`config.mk`:
```
export PLATFORM = sky130hd
export DESIGN_NAME = decode_dispatch_top
export DESIGN_NICKNAME = d
export VERILOG_FILES = /design/src/design/rv_isa_pkg.sv /design/src/design/dispatch_pkg.sv /design/src/design/decode_dispatch_top.sv /design/src/design/dispatch_router.sv /design/src/design/station_queue.sv /design/src/design/instr_decoder.sv
export SDC_FILE = /design/constraint.sdc
export NUM_CORES = 1
export LEC_CHECK = 0
export BUFFER_PORTS_ARGS = -buffer_cell sky130_fd_sc_hd__buf_2
export CAP_MARGIN = 40
export CELL_PAD_IN_SITES_DETAIL_PLACEMENT = 1
export CELL_PAD_IN_SITES_GLOBAL_PLACEMENT = 1
export CORE_AREA = 2 2 263 213
export CTS_BUF_LIST = sky130_fd_sc_hd__clkbuf_16
export DETAILED_ROUTE_END_ITERATION = 8
export DIE_AREA = 0 0 265 215
export PLACE_DENSITY = 0.9
export SLEW_MARGIN = 40
export SYNTH_ARGS = -nofsm -noshare
export SYNTH_HDL_FRONTEND = slang
export SYNTH_SLANG_ARGS = --single-unit
```
`constraint.sdc`:
```
create_clock -name clk -period 9.3 [get_ports clk]
set_input_delay 2.79 -clock clk [delete_from_list [all_inputs] [get_ports clk]]
set_output_delay 2.79 -clock clk [all_outputs]
set_load 0.01 [all_outputs]
```
`src/design/rv_isa_pkg.sv`:
```
// RV32I instruction set definitions for major opcodes, operation ids and access widths
package rv_isa_pkg;

  localparam logic [6:0] op_load     = 7'b0000011;
  localparam logic [6:0] op_store    = 7'b0100011;
  localparam logic [6:0] op_branch   = 7'b1100011;
  localparam logic [6:0] op_jal      = 7'b1101111;
  localparam logic [6:0] op_jalr     = 7'b1100111;
  localparam logic [6:0] op_imm      = 7'b0010011;
  localparam logic [6:0] op_reg      = 7'b0110011;
  localparam logic [6:0] op_lui      = 7'b0110111;
  localparam logic [6:0] op_auipc    = 7'b0010111;
  localparam logic [6:0] op_misc_mem = 7'b0001111;  // FENCE
  localparam logic [6:0] op_system   = 7'b1110011;  // ECALL, EBREAK

  // Zero id so an undecodable word leaves every field clear
  typedef enum logic [5:0] {
    pid_unknown,
    pid_lui,
    pid_auipc,
    pid_jal,
    pid_jalr,
    pid_beq,
    pid_bne,
    pid_blt,
    pid_bge,
    pid_bltu,
    pid_bgeu,
    pid_lb,
    pid_lh,
    pid_lw,
    pid_lbu,
    pid_lhu,
    pid_sb,
    pid_sh,
    pid_sw,
    pid_addi,
    pid_slti,
    pid_sltiu,
    pid_xori,
    pid_ori,
    pid_andi,
    pid_slli,
    pid_srli,
    pid_srai,
    pid_add,
    pid_sub,
    pid_sll,
    pid_slt,
    pid_sltu,
    pid_xor,
    pid_srl,
    pid_sra,
    pid_or,
    pid_and,
    pid_ecall,
    pid_ebreak
  } pid_e;

  // Low bits line up with funct3 of loads and stores
  typedef enum logic [1:0] {
    width_byte = 2'd0,
    width_half = 2'd1,
    width_word = 2'd2,
    width_none = 2'd3
  } width_e;

endpackage
```
`src/design/dispatch_pkg.sv`:
```
// Dispatch definitions for target stations, queue depth and per-station entry formats
package dispatch_pkg;

  typedef enum logic [1:0] {
    station_none,
    station_alu,
    station_ls,
    station_br
  } station_e;

  localparam int queue_depth = 4;

  typedef struct packed {
    rv_isa_pkg::pid_e pid;
    logic [4:0]       rd;
    logic [4:0]       rs1;
    logic [4:0]       rs2;
    logic [31:0]      imm;
    logic             uses_imm;
    logic             writes;
  } alu_entry_t;

  typedef struct packed {
    rv_isa_pkg::pid_e   pid;
    rv_isa_pkg::width_e width;
    logic [4:0]         rd;
    logic [4:0]         rs1;
    logic [4:0]         rs2;
    logic [31:0]        imm;
    logic               writes;
  } ls_entry_t;

  typedef struct packed {
    rv_isa_pkg::pid_e pid;
    logic [4:0]       rd;
    logic [4:0]       rs1;
    logic [4:0]       rs2;
    logic [31:0]      imm;
    logic             writes;
    logic             jumps;
  } br_entry_t;

endpackage

```
`src/design/decode_dispatch_top.sv`:
```
// Decode and dispatch front end feeding the ALU, load/store and branch station queues
`timescale 1ns/1ps

module decode_dispatch_top (
  input  logic                     clk,
  input  logic                     reset,
  input  logic                     instr_valid,
  input  logic [31:0]              instr,
  input  logic                     alu_issue,
  input  logic                     ls_issue,
  input  logic                     br_issue,
  output dispatch_pkg::alu_entry_t alu_head,
  output logic                     alu_valid,
  output logic                     alu_overflow,
  output dispatch_pkg::ls_entry_t  ls_head,
  output logic                     ls_valid,
  output logic                     ls_overflow,
  output dispatch_pkg::br_entry_t  br_head,
  output logic                     br_valid,
  output logic                     br_overflow,
  output logic                     illegal
);

  logic                     alu_push;
  logic                     ls_push;
  logic                     br_push;
  dispatch_pkg::alu_entry_t alu_entry;
  dispatch_pkg::ls_entry_t  ls_entry;
  dispatch_pkg::br_entry_t  br_entry;

  dispatch_router router_i (
    .clk         (clk),
    .reset       (reset),
    .instr_valid (instr_valid),
    .instr       (instr),
    .alu_push    (alu_push),
    .alu_entry   (alu_entry),
    .ls_push     (ls_push),
    .ls_entry    (ls_entry),
    .br_push     (br_push),
    .br_entry    (br_entry),
    .illegal     (illegal)
  );

  station_queue #(.entry_t(dispatch_pkg::alu_entry_t)) alu_q_i (
    .clk        (clk),
    .reset      (reset),
    .push       (alu_push),
    .push_entry (alu_entry),
    .issue      (alu_issue),
    .head       (alu_head),
    .valid      (alu_valid),
    .overflow   (alu_overflow)
  );

  station_queue #(.entry_t(dispatch_pkg::ls_entry_t)) ls_q_i (
    .clk        (clk),
    .reset      (reset),
    .push       (ls_push),
    .push_entry (ls_entry),
    .issue      (ls_issue),
    .head       (ls_head),
    .valid      (ls_valid),
    .overflow   (ls_overflow)
  );

  station_queue #(.entry_t(dispatch_pkg::br_entry_t)) br_q_i (
    .clk        (clk),
    .reset      (reset),
    .push       (br_push),
    .push_entry (br_entry),
    .issue      (br_issue),
    .head       (br_head),
    .valid      (br_valid),
    .overflow   (br_overflow)
  );

endmodule

```
`src/design/dispatch_router.sv`:
```
// Decode stage register and station routing for each strobed instruction word
`timescale 1ns/1ps

module dispatch_router (
  input  logic                     clk,
  input  logic                     reset,
  input  logic                     instr_valid,
  input  logic [31:0]              instr,
  output logic                     alu_push,
  output dispatch_pkg::alu_entry_t alu_entry,
  output logic                     ls_push,
  output dispatch_pkg::ls_entry_t  ls_entry,
  output logic                     br_push,
  output dispatch_pkg::br_entry_t  br_entry,
  output logic                     illegal
);
  import rv_isa_pkg::*;
  import dispatch_pkg::*;

  pid_e        d_pid;
  width_e      d_width;
  station_e    d_station;
  logic [4:0]  d_rd;
  logic [4:0]  d_rs1;
  logic [4:0]  d_rs2;
  logic [31:0] d_imm;
  logic        d_writes;
  logic        d_jumps;
  logic        d_uses_imm;

  logic        q_valid;
  pid_e        q_pid;
  width_e      q_width;
  station_e    q_station;
  logic [4:0]  q_rd;
  logic [4:0]  q_rs1;
  logic [4:0]  q_rs2;
  logic [31:0] q_imm;
  logic        q_writes;
  logic        q_jumps;
  logic        q_uses_imm;

  instr_decoder decoder_i (
    .instr    (instr),
    .pid      (d_pid),
    .width    (d_width),
    .station  (d_station),
    .rd       (d_rd),
    .rs1      (d_rs1),
    .rs2      (d_rs2),
    .imm      (d_imm),
    .writes   (d_writes),
    .jumps    (d_jumps),
    .uses_imm (d_uses_imm)
  );

  always_ff @(posedge clk) begin
    if (reset) q_valid <= 1'b0;
    else q_valid <= instr_valid;
  end

  always_ff @(posedge clk) begin
    if (instr_valid) begin
      q_pid      <= d_pid;
      q_width    <= d_width;
      q_station  <= d_station;
      q_rd       <= d_rd;
      q_rs1      <= d_rs1;
      q_rs2      <= d_rs2;
      q_imm      <= d_imm;
      q_writes   <= d_writes;
      q_jumps    <= d_jumps;
      q_uses_imm <= d_uses_imm;
    end
  end

  // Unknown ops carry station_none, so they never push
  always_ff @(posedge clk) begin
    if (reset) begin
      alu_push <= 1'b0;
      ls_push  <= 1'b0;
      br_push  <= 1'b0;
      illegal  <= 1'b0;
    end else begin
      alu_push <= q_valid && (q_station == station_alu);
      ls_push  <= q_valid && (q_station == station_ls);
      br_push  <= q_valid && (q_station == station_br);
      illegal  <= q_valid && (q_pid == pid_unknown);
    end
  end

  always_ff @(posedge clk) begin
    if (q_valid) begin
      alu_entry <= '{pid: q_pid, rd: q_rd, rs1: q_rs1, rs2: q_rs2, imm: q_imm,
                     uses_imm: q_uses_imm, writes: q_writes};
      ls_entry  <= '{pid: q_pid, width: q_width, rd: q_rd, rs1: q_rs1, rs2: q_rs2,
                     imm: q_imm, writes: q_writes};
      br_entry  <= '{pid: q_pid, rd: q_rd, rs1: q_rs1, rs2: q_rs2, imm: q_imm,
                     writes: q_writes, jumps: q_jumps};
    end
  end

endmodule

```
`src/design/station_queue.sv`:
```
// Circular FIFO holding decoded entries in front of one reservation station
`timescale 1ns/1ps

module station_queue #(
  parameter type entry_t = logic
) (
  input  logic   clk,
  input  logic   reset,
  input  logic   push,
  input  entry_t push_entry,
  input  logic   issue,
  output entry_t head,
  output logic   valid,
  output logic   overflow
);
  import dispatch_pkg::*;

  localparam int ptr_w = $clog2(queue_depth);
  localparam int cnt_w = $clog2(queue_depth + 1);

  entry_t           mem [queue_depth];
  logic [ptr_w-1:0] wr_ptr;
  logic [ptr_w-1:0] rd_ptr;
  logic [cnt_w-1:0] count;
  logic             full;
  logic             do_push;
  logic             do_pop;

  function automatic logic [ptr_w-1:0] next_ptr(input logic [ptr_w-1:0] ptr);
    next_ptr = (ptr == ptr_w'(queue_depth - 1)) ? '0 : ptr + 1'b1;
  endfunction

  assign valid   = (count != '0);
  assign full    = (count == cnt_w'(queue_depth));
  assign do_pop  = issue && valid;  // Pop on empty is ignored
  assign do_push = push && (!full || do_pop);
  assign head    = mem[rd_ptr];

  always_ff @(posedge clk) begin
    if (do_push) mem[wr_ptr] <= push_entry;
  end

  always_ff @(posedge clk) begin
    if (reset) begin
      wr_ptr   <= '0;
      rd_ptr   <= '0;
      count    <= '0;
      overflow <= 1'b0;
    end else begin
      if (do_push) wr_ptr <= next_ptr(wr_ptr);
      if (do_pop) rd_ptr <= next_ptr(rd_ptr);
      count <= count + cnt_w'(do_push) - cnt_w'(do_pop);
      if (push && !do_push) overflow <= 1'b1;  // Sticky until reset
    end
  end

endmodule

```
`src/design/instr_decoder.sv`:
```
// Combinational RV32I decoder giving operation id, fields, flags and target station
`timescale 1ns/1ps

module instr_decoder (
  input  logic [31:0]            instr,
  output rv_isa_pkg::pid_e       pid,
  output rv_isa_pkg::width_e     width,
  output dispatch_pkg::station_e station,
  output logic [4:0]             rd,
  output logic [4:0]             rs1,
  output logic [4:0]             rs2,
  output logic [31:0]            imm,
  output logic                   writes,
  output logic                   jumps,
  output logic                   uses_imm
);
  import rv_isa_pkg::*;
  import dispatch_pkg::*;

  logic [4:0]  opcode;
  logic [2:0]  funct3;
  logic        funct7_5;
  logic [31:0] imm_i;
  logic [31:0] imm_s;
  logic [31:0] imm_b;
  logic [31:0] imm_u;
  logic [31:0] imm_j;
  logic [31:0] imm_sh;

  assign opcode   = instr[6:2];
  assign funct3   = instr[14:12];
  assign funct7_5 = instr[30];

  assign imm_i  = {{20{instr[31]}}, instr[31:20]};
  assign imm_s  = {{20{instr[31]}}, instr[31:25], instr[11:7]};
  assign imm_b  = {{20{instr[31]}}, instr[7], instr[30:25], instr[11:8], 1'b0};
  assign imm_u  = {instr[31:12], 12'h000};
  assign imm_j  = {{12{instr[31]}}, instr[19:12], instr[20], instr[30:21], 1'b0};
  assign imm_sh = {27'd0, instr[24:20]};  // Shift amount

  always_comb begin
    pid = pid_unknown;
    if (instr != 32'h0000_0000) begin
      case (opcode)
        op_load[6:2]:
          case (funct3)
            3'b000:  pid = pid_lb;
            3'b001:  pid = pid_lh;
            3'b010:  pid = pid_lw;
            3'b100:  pid = pid_lbu;
            3'b101:  pid = pid_lhu;
            default: pid = pid_unknown;
          endcase
        op_store[6:2]:
          case (funct3)
            3'b000:  pid = pid_sb;
            3'b001:  pid = pid_sh;
            3'b010:  pid = pid_sw;
            default: pid = pid_unknown;
          endcase
        op_branch[6:2]:
          case (funct3)
            3'b000:  pid = pid_beq;
            3'b001:  pid = pid_bne;
            3'b100:  pid = pid_blt;
            3'b101:  pid = pid_bge;
            3'b110:  pid = pid_bltu;
            3'b111:  pid = pid_bgeu;
            default: pid = pid_unknown;
          endcase
        op_imm[6:2]:
          case (funct3)
            3'b000:  pid = pid_addi;
            3'b001:  pid = pid_slli;
            3'b010:  pid = pid_slti;
            3'b011:  pid = pid_sltiu;
            3'b100:  pid = pid_xori;
            3'b101:  pid = funct7_5 ? pid_srai : pid_srli;
            3'b110:  pid = pid_ori;
            default: pid = pid_andi;
          endcase
        op_reg[6:2]:
          case (funct3)
            3'b000:  pid = funct7_5 ? pid_sub : pid_add;
            3'b001:  pid = pid_sll;
            3'b010:  pid = pid_slt;
            3'b011:  pid = pid_sltu;
            3'b100:  pid = pid_xor;
            3'b101:  pid = funct7_5 ? pid_sra : pid_srl;
            3'b110:  pid = pid_or;
            default: pid = pid_and;
          endcase
        op_jal[6:2]:      pid = pid_jal;
        op_jalr[6:2]:     pid = (funct3 == 3'b000) ? pid_jalr : pid_unknown;
        op_lui[6:2]:      pid = pid_lui;
        op_auipc[6:2]:    pid = pid_auipc;
        op_misc_mem[6:2]: pid = (funct3 == 3'b000) ? pid_addi : pid_unknown;  // FENCE as nop
        op_system[6:2]: begin
          if (funct3 == 3'b000) pid = instr[20] ? pid_ebreak : pid_ecall;
        end
        default:          pid = pid_unknown;
      endcase
    end
  end

  always_comb begin
    station  = station_none;
    rd       = 5'd0;
    rs1      = 5'd0;
    rs2      = 5'd0;
    imm      = 32'd0;
    writes   = 1'b0;
    jumps    = 1'b0;
    uses_imm = 1'b0;
    if (pid != pid_unknown) begin
      case (opcode)
        op_load[6:2]: begin
          station  = station_ls;
          rd       = instr[11:7];
          rs1      = instr[19:15];
          imm      = imm_i;
          writes   = 1'b1;
          uses_imm = 1'b1;
        end
        op_store[6:2]: begin
          station  = station_ls;
          rs1      = instr[19:15];
          rs2      = instr[24:20];
          imm      = imm_s;
          uses_imm = 1'b1;
        end
        op_branch[6:2]: begin
          station  = station_br;
          rs1      = instr[19:15];
          rs2      = instr[24:20];
          imm      = imm_b;
          jumps    = 1'b1;
          uses_imm = 1'b1;
        end
        op_jal[6:2], op_jalr[6:2]: begin
          station  = station_br;
          rd       = instr[11:7];
          rs1      = opcode[1] ? 5'd0 : instr[19:15];  // JAL has no rs1
          imm      = opcode[1] ? imm_j : imm_i;
          writes   = 1'b1;
          jumps    = 1'b1;
          uses_imm = 1'b1;
        end
        op_imm[6:2]: begin
          station  = station_alu;
          rd       = instr[11:7];
          rs1      = instr[19:15];
          imm      = (funct3[1:0] == 2'b01) ? imm_sh : imm_i;
          writes   = 1'b1;
          uses_imm = 1'b1;
        end
        op_reg[6:2]: begin
          station  = station_alu;
          rd       = instr[11:7];
          rs1      = instr[19:15];
          rs2      = instr[24:20];
          writes   = 1'b1;
        end
        op_lui[6:2], op_auipc[6:2]: begin
          station  = station_alu;
          rd       = instr[11:7];
          imm      = imm_u;
          writes   = 1'b1;
          uses_imm = 1'b1;
        end
        op_misc_mem[6:2]: station = station_alu;  // Fields stay zero
        op_system[6:2]:   station = station_br;
        default:          station = station_none;
      endcase
    end
  end

  always_comb begin
    case (pid)
      pid_lb, pid_lbu, pid_sb: width = width_byte;
      pid_lh, pid_lhu, pid_sh: width = width_half;
      pid_lw, pid_sw:          width = width_word;
      default:                 width = width_none;
    endcase
  end

endmodule

```
Word level (Yosys, flattened, before mapping)

Memories as Yosys holds them, arrays and structs flattened. A register that Yosys moved wholly into a read port is not among the register bits.
Cells that the tools add are included.

Input port bits: 38
Bits in read-only memories: 64
Word-level logic and storage cells: 164
RAM bits: 664
Output and inout bits: 173
Register bits after elaboration: 145
Memories kept: 4
Latch bits: 0

Memories:

| memory          | words | bits a word | read ports | clocked after memory_dff | write ports | RTL line             | RTL |
|---|---|---|---|---|---|---|---|
| ls_q_i.mem      | 4     | 56          | 1          | 1                        | 1           | station_queue.sv:21  | `entry_t mem [queue_depth];` |
| alu_q_i.mem     | 4     | 55          | 1          | 1                        | 1           | station_queue.sv:21  |  |
| br_q_i.mem      | 4     | 55          | 1          | 1                        | 1           | station_queue.sv:21  |  |
| (no name shown) | 32    | 2           | 1          | 1                        | 0           | instr_decoder.sv:179 | `case (pid)` |

Shift operators: 0
Div/mod/pow operators: 0
Mux-type cells: 41
Equality and inequality tests: 30
$add $sub $neg: 12
Order comparisons: 0
Reductions and logical operators: 42
Multipliers: 0
Bitwise gates (word level): 0

Operators with widths:

| operator                                      | number |
|---|---|
| one-hot mux 32 bit (6 select lines)           | 1 |
| one-hot mux 6 bit (11 select lines)           | 1 |
| one-hot mux 6 bit (7 select lines)            | 1 |
| 2-to-1 mux 32 bit                             | 1 |
| nonzero test 32 bit                           | 1 |
| one-hot mux 4 bit (7 select lines)            | 1 |
| 2-to-1 mux 2 bit                              | 12 |
| one-hot mux 4 bit (6 select lines)            | 1 |
| == test 3 bit, second input constant          | 7 |
| == test 5 bit, second input constant          | 4 |
| 2-to-1 mux 20 bit                             | 1 |
| one-hot mux 4 bit (5 select lines)            | 1 |
| == test 2 bit, second input constant          | 8 |
| == test 5 x 4 -> 1 bit, second input constant | 3 |
| one-hot mux 5 bit (3 select lines)            | 1 |
| logical AND 1 bit                             | 13 |
| 2-to-1 mux 1 bit                              | 13 |
| adder 2 x 1 -> 2 bit, second input constant   | 6 |
| 2-to-1 mux 6 bit                              | 2 |
| == test 5 x 3 -> 1 bit, second input constant | 2 |
| 2-to-1 mux 5 bit                              | 2 |
| one-hot mux 5 bit (2 select lines)            | 1 |
| OR reduction 5 bit                            | 2 |
| adder 3 x 1 -> 3 bit                          | 3 |
| 20 further kinds                              | 37 |

Depth between registers and ports, before layout

Depth in word-level cells: 6
Gate-level depth with buffers: 13
Depth with buffers taken out: 11

Modules after synthesis

Synthesis repeated with hierarchy kept, for this count alone.

Cell total of the unflattened synthesis: 1523
Area, all modules: 31499.0 sq um

Modules (own cells, without submodules):

| module                  | cells an instance | area each (sq um) | sequential area each (sq um) | times used |
|---|---|---|---|---|
| station_queue (ls_q_i)  | 346               | 8572.0            | 6926.6                       | 1 |
| station_queue (alu_q_i) | 341               | 8430.6            | 6806.5                       | 1 |
| station_queue (br_q_i)  | 341               | 8429.3            | 6806.5                       | 1 |
| dispatch_router         | 238               | 4510.6            | 3643.5                       | 1 |
| instr_decoder           | 257               | 1556.5            | 0.0                          | 1 |

Least setup slack after synthesis

OpenSTA, ideal clock, no wires.

Path type: input to register
Start point: in instr[6]
End point: reg router_i.q_imm[17] (data pin)
Stages: 11
Slack: 4081 ps
Required time: 9029 ps
Setup time: 271 ps
Path buffers: 2
Arrival: 4948 ps
Cell sequence: buf_2 > nor3_4 > nand3_1 > o31a_1 > and2_1 > inv_1 > ha_1 > nand2b_1 > a2111oi_4 > buf_6 > nor3_2

Longest elaborated chain between the ends: 4
Elaborated cells on any way between the ends: 18
Classes of those cells: eq/ne (10); mux (3); reduce/logical (5)

RTL lines:

| item                                        | RTL line                 | RTL |
|---|---|---|
| from (decl)                                 | decode_dispatch_top.sv:8 | `input logic [31:0] instr,` |
| == test 5 bit, or another cell as far along | instr_decoder.sv:44      | `case (opcode)` |
| one-hot mux 6 bit (11 select lines)         | instr_decoder.sv:44      |  |
| 2-to-1 mux 6 bit *                          | instr_decoder.sv:43      | `if (instr != 32'h0000_0000) begin` |
| named net router_i.d_pid[0]                 | dispatch_router.sv:20    | `pid_e d_pid;` |
| nonzero test 6 bit *                        | instr_decoder.sv:115     | `if (pid != pid_unknown) begin` |
| to (signal assigned)                        | dispatch_router.sv:70    | `q_imm <= d_imm;` |
| to (decl)                                   | dispatch_router.sv:38    | `logic [31:0] q_imm;` |

Mark *: on every way through the listed nets, which the timed path passes. The rest lies on a longest branch.
A chain may end at the register's enable or synchronous reset.

==> reports/metrics.cfg <==
[worst_setup_path]
worstPathArrival_ns=2.89
cp_slowest_stage_delay_ns=0.66
reg2regPathDepth=5
critPathLaunchType=flip-flop
timing.rr.end=ls_q_i.mem[2][1]$_DFFE_PP_
setup.worst_path.class=reg2out
slowest_stage=mux4_2
cp_cell_sequence=buf_12 > buf_4 > mux4_2 > buf_2
path_max_fanout=23
r2r_slack_ns=6.60
required_ns=6.51
critPathCapture=ls_head[47]
r2r-start=ls_q_i.count[1]$_SDFF_PP0_
cp-end-kind=output pin

[route]
dr_total_vias=15239
postRouteAntennaNets=0
drt_iter0_markers=1704
post_drt_via_cell_ratio=6.263
firstDrtPassIters=5
routedWlPerCell_um=31.63
wirelength_um=76970
drc_errors=0

[cells_and_area]
fin_cells=2433
finalInstanceArea_um2=34930
fin_nets=1718
areaGrowthSynthToFinish_pct=14.11
drive_gt1_frac=0.3178

[synthesis]
synth_cell_types=62
synth_area_um2=30610
synth_edf_count=782
synthCells=1408
synthesis.nets=1472
postSynth.asyncResetShare=0
yosysSeqAreaShare=0.7899
synth_area_per_cell_um2=21.74
synth_flop_cell=edfxtp_1
synth_seq_cells=817
yosysWarnings=0

[placement]
place_area_um2=32540
gp_congestion=0.8831
port_buffers=210
dp.cells=2284
dpl.hpwl_um=45260

[outcome]
run_status=finished clean

[clock_tree]
insertion_delay_ns=0.63
clkTransAtPathRegs_ns=0.06
ctsHoldBuffers=0
clock-sinks=817
cts_made_buffers=78
cts_setup_buffers=0
cts_buffer_depth=3
cts_tree=yes
htreeDepth=3
post_cts_resized=0
cts-root-buf=clkbuf_16

[floorplan]
start_util=0.5614
core_um2=54530
rows=77
die_x_um=265
die_area_um2=56980
num_io_pins=211
chipHeight_um=215

[sta]
setup_violations=0
slew_viol_final=0
min_period_ns=5.679
worstMarginPinSlew_ns=0.8141
rsz0062_at_grt=no
slew_headroom=0.4515
clock.fmax_mhz=176.1
hold_violations=0
setup_tns_ns=0
fin_crit_sh=0.6106
fin_worst_skew_ns=0.02279

[grt]
grt_antenna_before_repair=13
grt_pass1_wl_um=111600
grt_usage=0.2751
overflow=0
grt_max_degree=62
grt_pass1_vias=16445

[hold_path]
hp-class=reg2reg

[power_and_ir_drop]
p_leak_nw=11.35
power_density_nw_per_um2=241.0
vdd_drop_max_uv=184.3

[flow_run]
drv_cap=0

[sequential cells by signal, indices dropped and copies added, names as in the netlist, 3 cells and up, named ones only]
register / cells
router_i.q_rs2: 5
router_i.q_imm: 32
alu_q_i.count: 3
br_q_i.mem: 220
router_i.br_entry: 49
router_i.alu_entry: 7
ls_q_i.mem: 224
alu_q_i.mem: 220
router_i.q_rs1: 5
br_q_i.count: 3
ls_q_i.count: 3
router_i.q_rd: 5
router_i.q_pid: 6
[stage by stage]
step	total power [W]	setup slack [ns]	hold slack, ns	utilization
after floorplan	0.005051	4.081	0.4003	-
after global placement	0.005472	3.502	0.4016	0.5945
after detailed placement	0.005532	3.158	0.4063	0.5967
after CTS	0.008451	3.384	0.4084	0.6397
after global routing	0.008661	3.462	0.4049	0.6405
final	0.008418	3.621	0.4053	0.6407
[worst max-delay path: cells and delay by family, from the launching register on]
family / cells / cell delay [ns]
buffers and inverters: 3 / 0.99
muxes: 1 / 0.66
DFF: 1 / 0.55
[metal layers]
metal | global-route usage | share of wire
met1 | 0.3749 | 0.39
met2 | 0.4387 | 0.49
met3 | 0.07677 | 0.093
met4 | 0.08493 | 0.027
met5 | 0 | 0.0010
[cells by family (layout without fill, tap and decap cells)]
| group | count (synthesis) | after routing | synth area share |
|---|---|---|---|
| flip-flops | 817 | 817 | 0.7899 |
| AND/OR/NAND/NOR | 195 | 195 | 0.03699 |
| multiplexers | 177 | 177 | 0.1258 |
| buffers and inverters | 98 | 405 | 0.01430 |
| AO/OA/AOI/OAI | 87 | 87 | 0.01933 |
| adder cells (fa/ha/maj) | 27 | 27 | 0.01169 |
| XOR/XNOR | 7 | 7 | 0.002003 |
| other | 0 | 7 | 0 |
[power breakdown]
part / switching (W) / internal [W] / leakage [nW]
combinational: 0.000611 / 0.000553 / 2.72
clock: 0.00135 / 0.00161 / 1.25
sequential: 0.000161 / 0.00413 / 7.38
total: 0.00213 / 0.00629 / 11.4
[how the worst min path moves through the flow]
stage                                                 end  slack, ns  cells past startpoint                               from
after CTS                 router_i.alu_entry[1]$_DFFE_PP_       0.41                      0  router_i.q_uses_imm$_SDFFCE_PN0P_
after detailed placement  router_i.br_entry[25]$_DFFE_PP_       0.41                      0   router_i.q_imm[23]$_SDFFCE_PN0P_
after global placement     router_i.br_entry[2]$_DFFE_PP_       0.40                      0    router_i.q_imm[0]$_SDFFCE_PN0P_
final                     router_i.alu_entry[1]$_DFFE_PP_       0.41                      0  router_i.q_uses_imm$_SDFFCE_PN0P_
after global routing      router_i.alu_entry[1]$_DFFE_PP_       0.40                      0  router_i.q_uses_imm$_SDFFCE_PN0P_
after floorplan           router_i.alu_entry[1]$_DFFE_PP_       0.40                      0  router_i.q_uses_imm$_SDFFCE_PN0P_
[cell usage in the layout, fill, tap and decap left out, types with 5 or more instances in the layout]
master       n
a21oi_1     39
a22oi_1      5
and2_2      12
and3_1       5
buf_12       5
buf_2      210
buf_4        9
buf_6       13
clkbuf_16   79
clkinv_1    16
clkinv_2    10
dfxtp_1     28
diode_2      7
edfxtp_1   782
ha_1        23
inv_1       52
mux2i_1     10
mux4_2     166
nand2_1     20
nand2b_1     6
nand3_1      6
nor2_1      40
nor2b_1     16
nor3_1      24
nor3_2      11
nor3b_1     22
nor4_1       8
o21ai_0     11
or3_1        5
[cell type report]
| class | count | area (µm²) |
|---|---|---|
| inverters | 27 | 101.3 |
| repair buffers | 237 | 1365 |
| multi-input cells | 493 | 6013 |
| diodes | 7 | 17.52 |
| clock buffers | 79 | 1977 |
| fillers | 4526 | 19600 |
| flip-flops and latches | 817 | 24200 |
| clock inverters | 62 | 371.6 |
| well taps | 711 | 889.6 |
[synth_stat cells (3+ instances only)]
cell type  number  area share
a2bb2oi_1       3     0.00086
edfxtp_1      782        0.77
buf_6           6      0.0022
nor4_1          8      0.0016
nor3b_1        22      0.0054
and3_1          5      0.0010
buf_4           3     0.00074
or3_1           5      0.0010
buf_2          10      0.0016
dfxtp_1        35       0.023
mux2i_1        10      0.0033
mux4_2        166        0.12
and2_1         16      0.0033
nand3_1         6     0.00098
buf_1          18      0.0022
nand2b_1        6      0.0012
nand3b_1        3     0.00074
nand2_1        20      0.0025
xor2_1          3     0.00086
nor3_2         11      0.0036
fa_1            3      0.0020
a21oi_1        40      0.0065
clkbuf_1       33      0.0040
nor4b_1         3     0.00086
a22oi_1         5      0.0012
inv_1          27      0.0033
o21ai_0        12      0.0020
nor3_1         24      0.0039
nor2b_1        16      0.0033
or2_2           4     0.00082
xnor2_1         4      0.0011
nor2_1         40      0.0049
ha_1           23      0.0094
No activity file was read; power rests on OpenSTA's default activity.
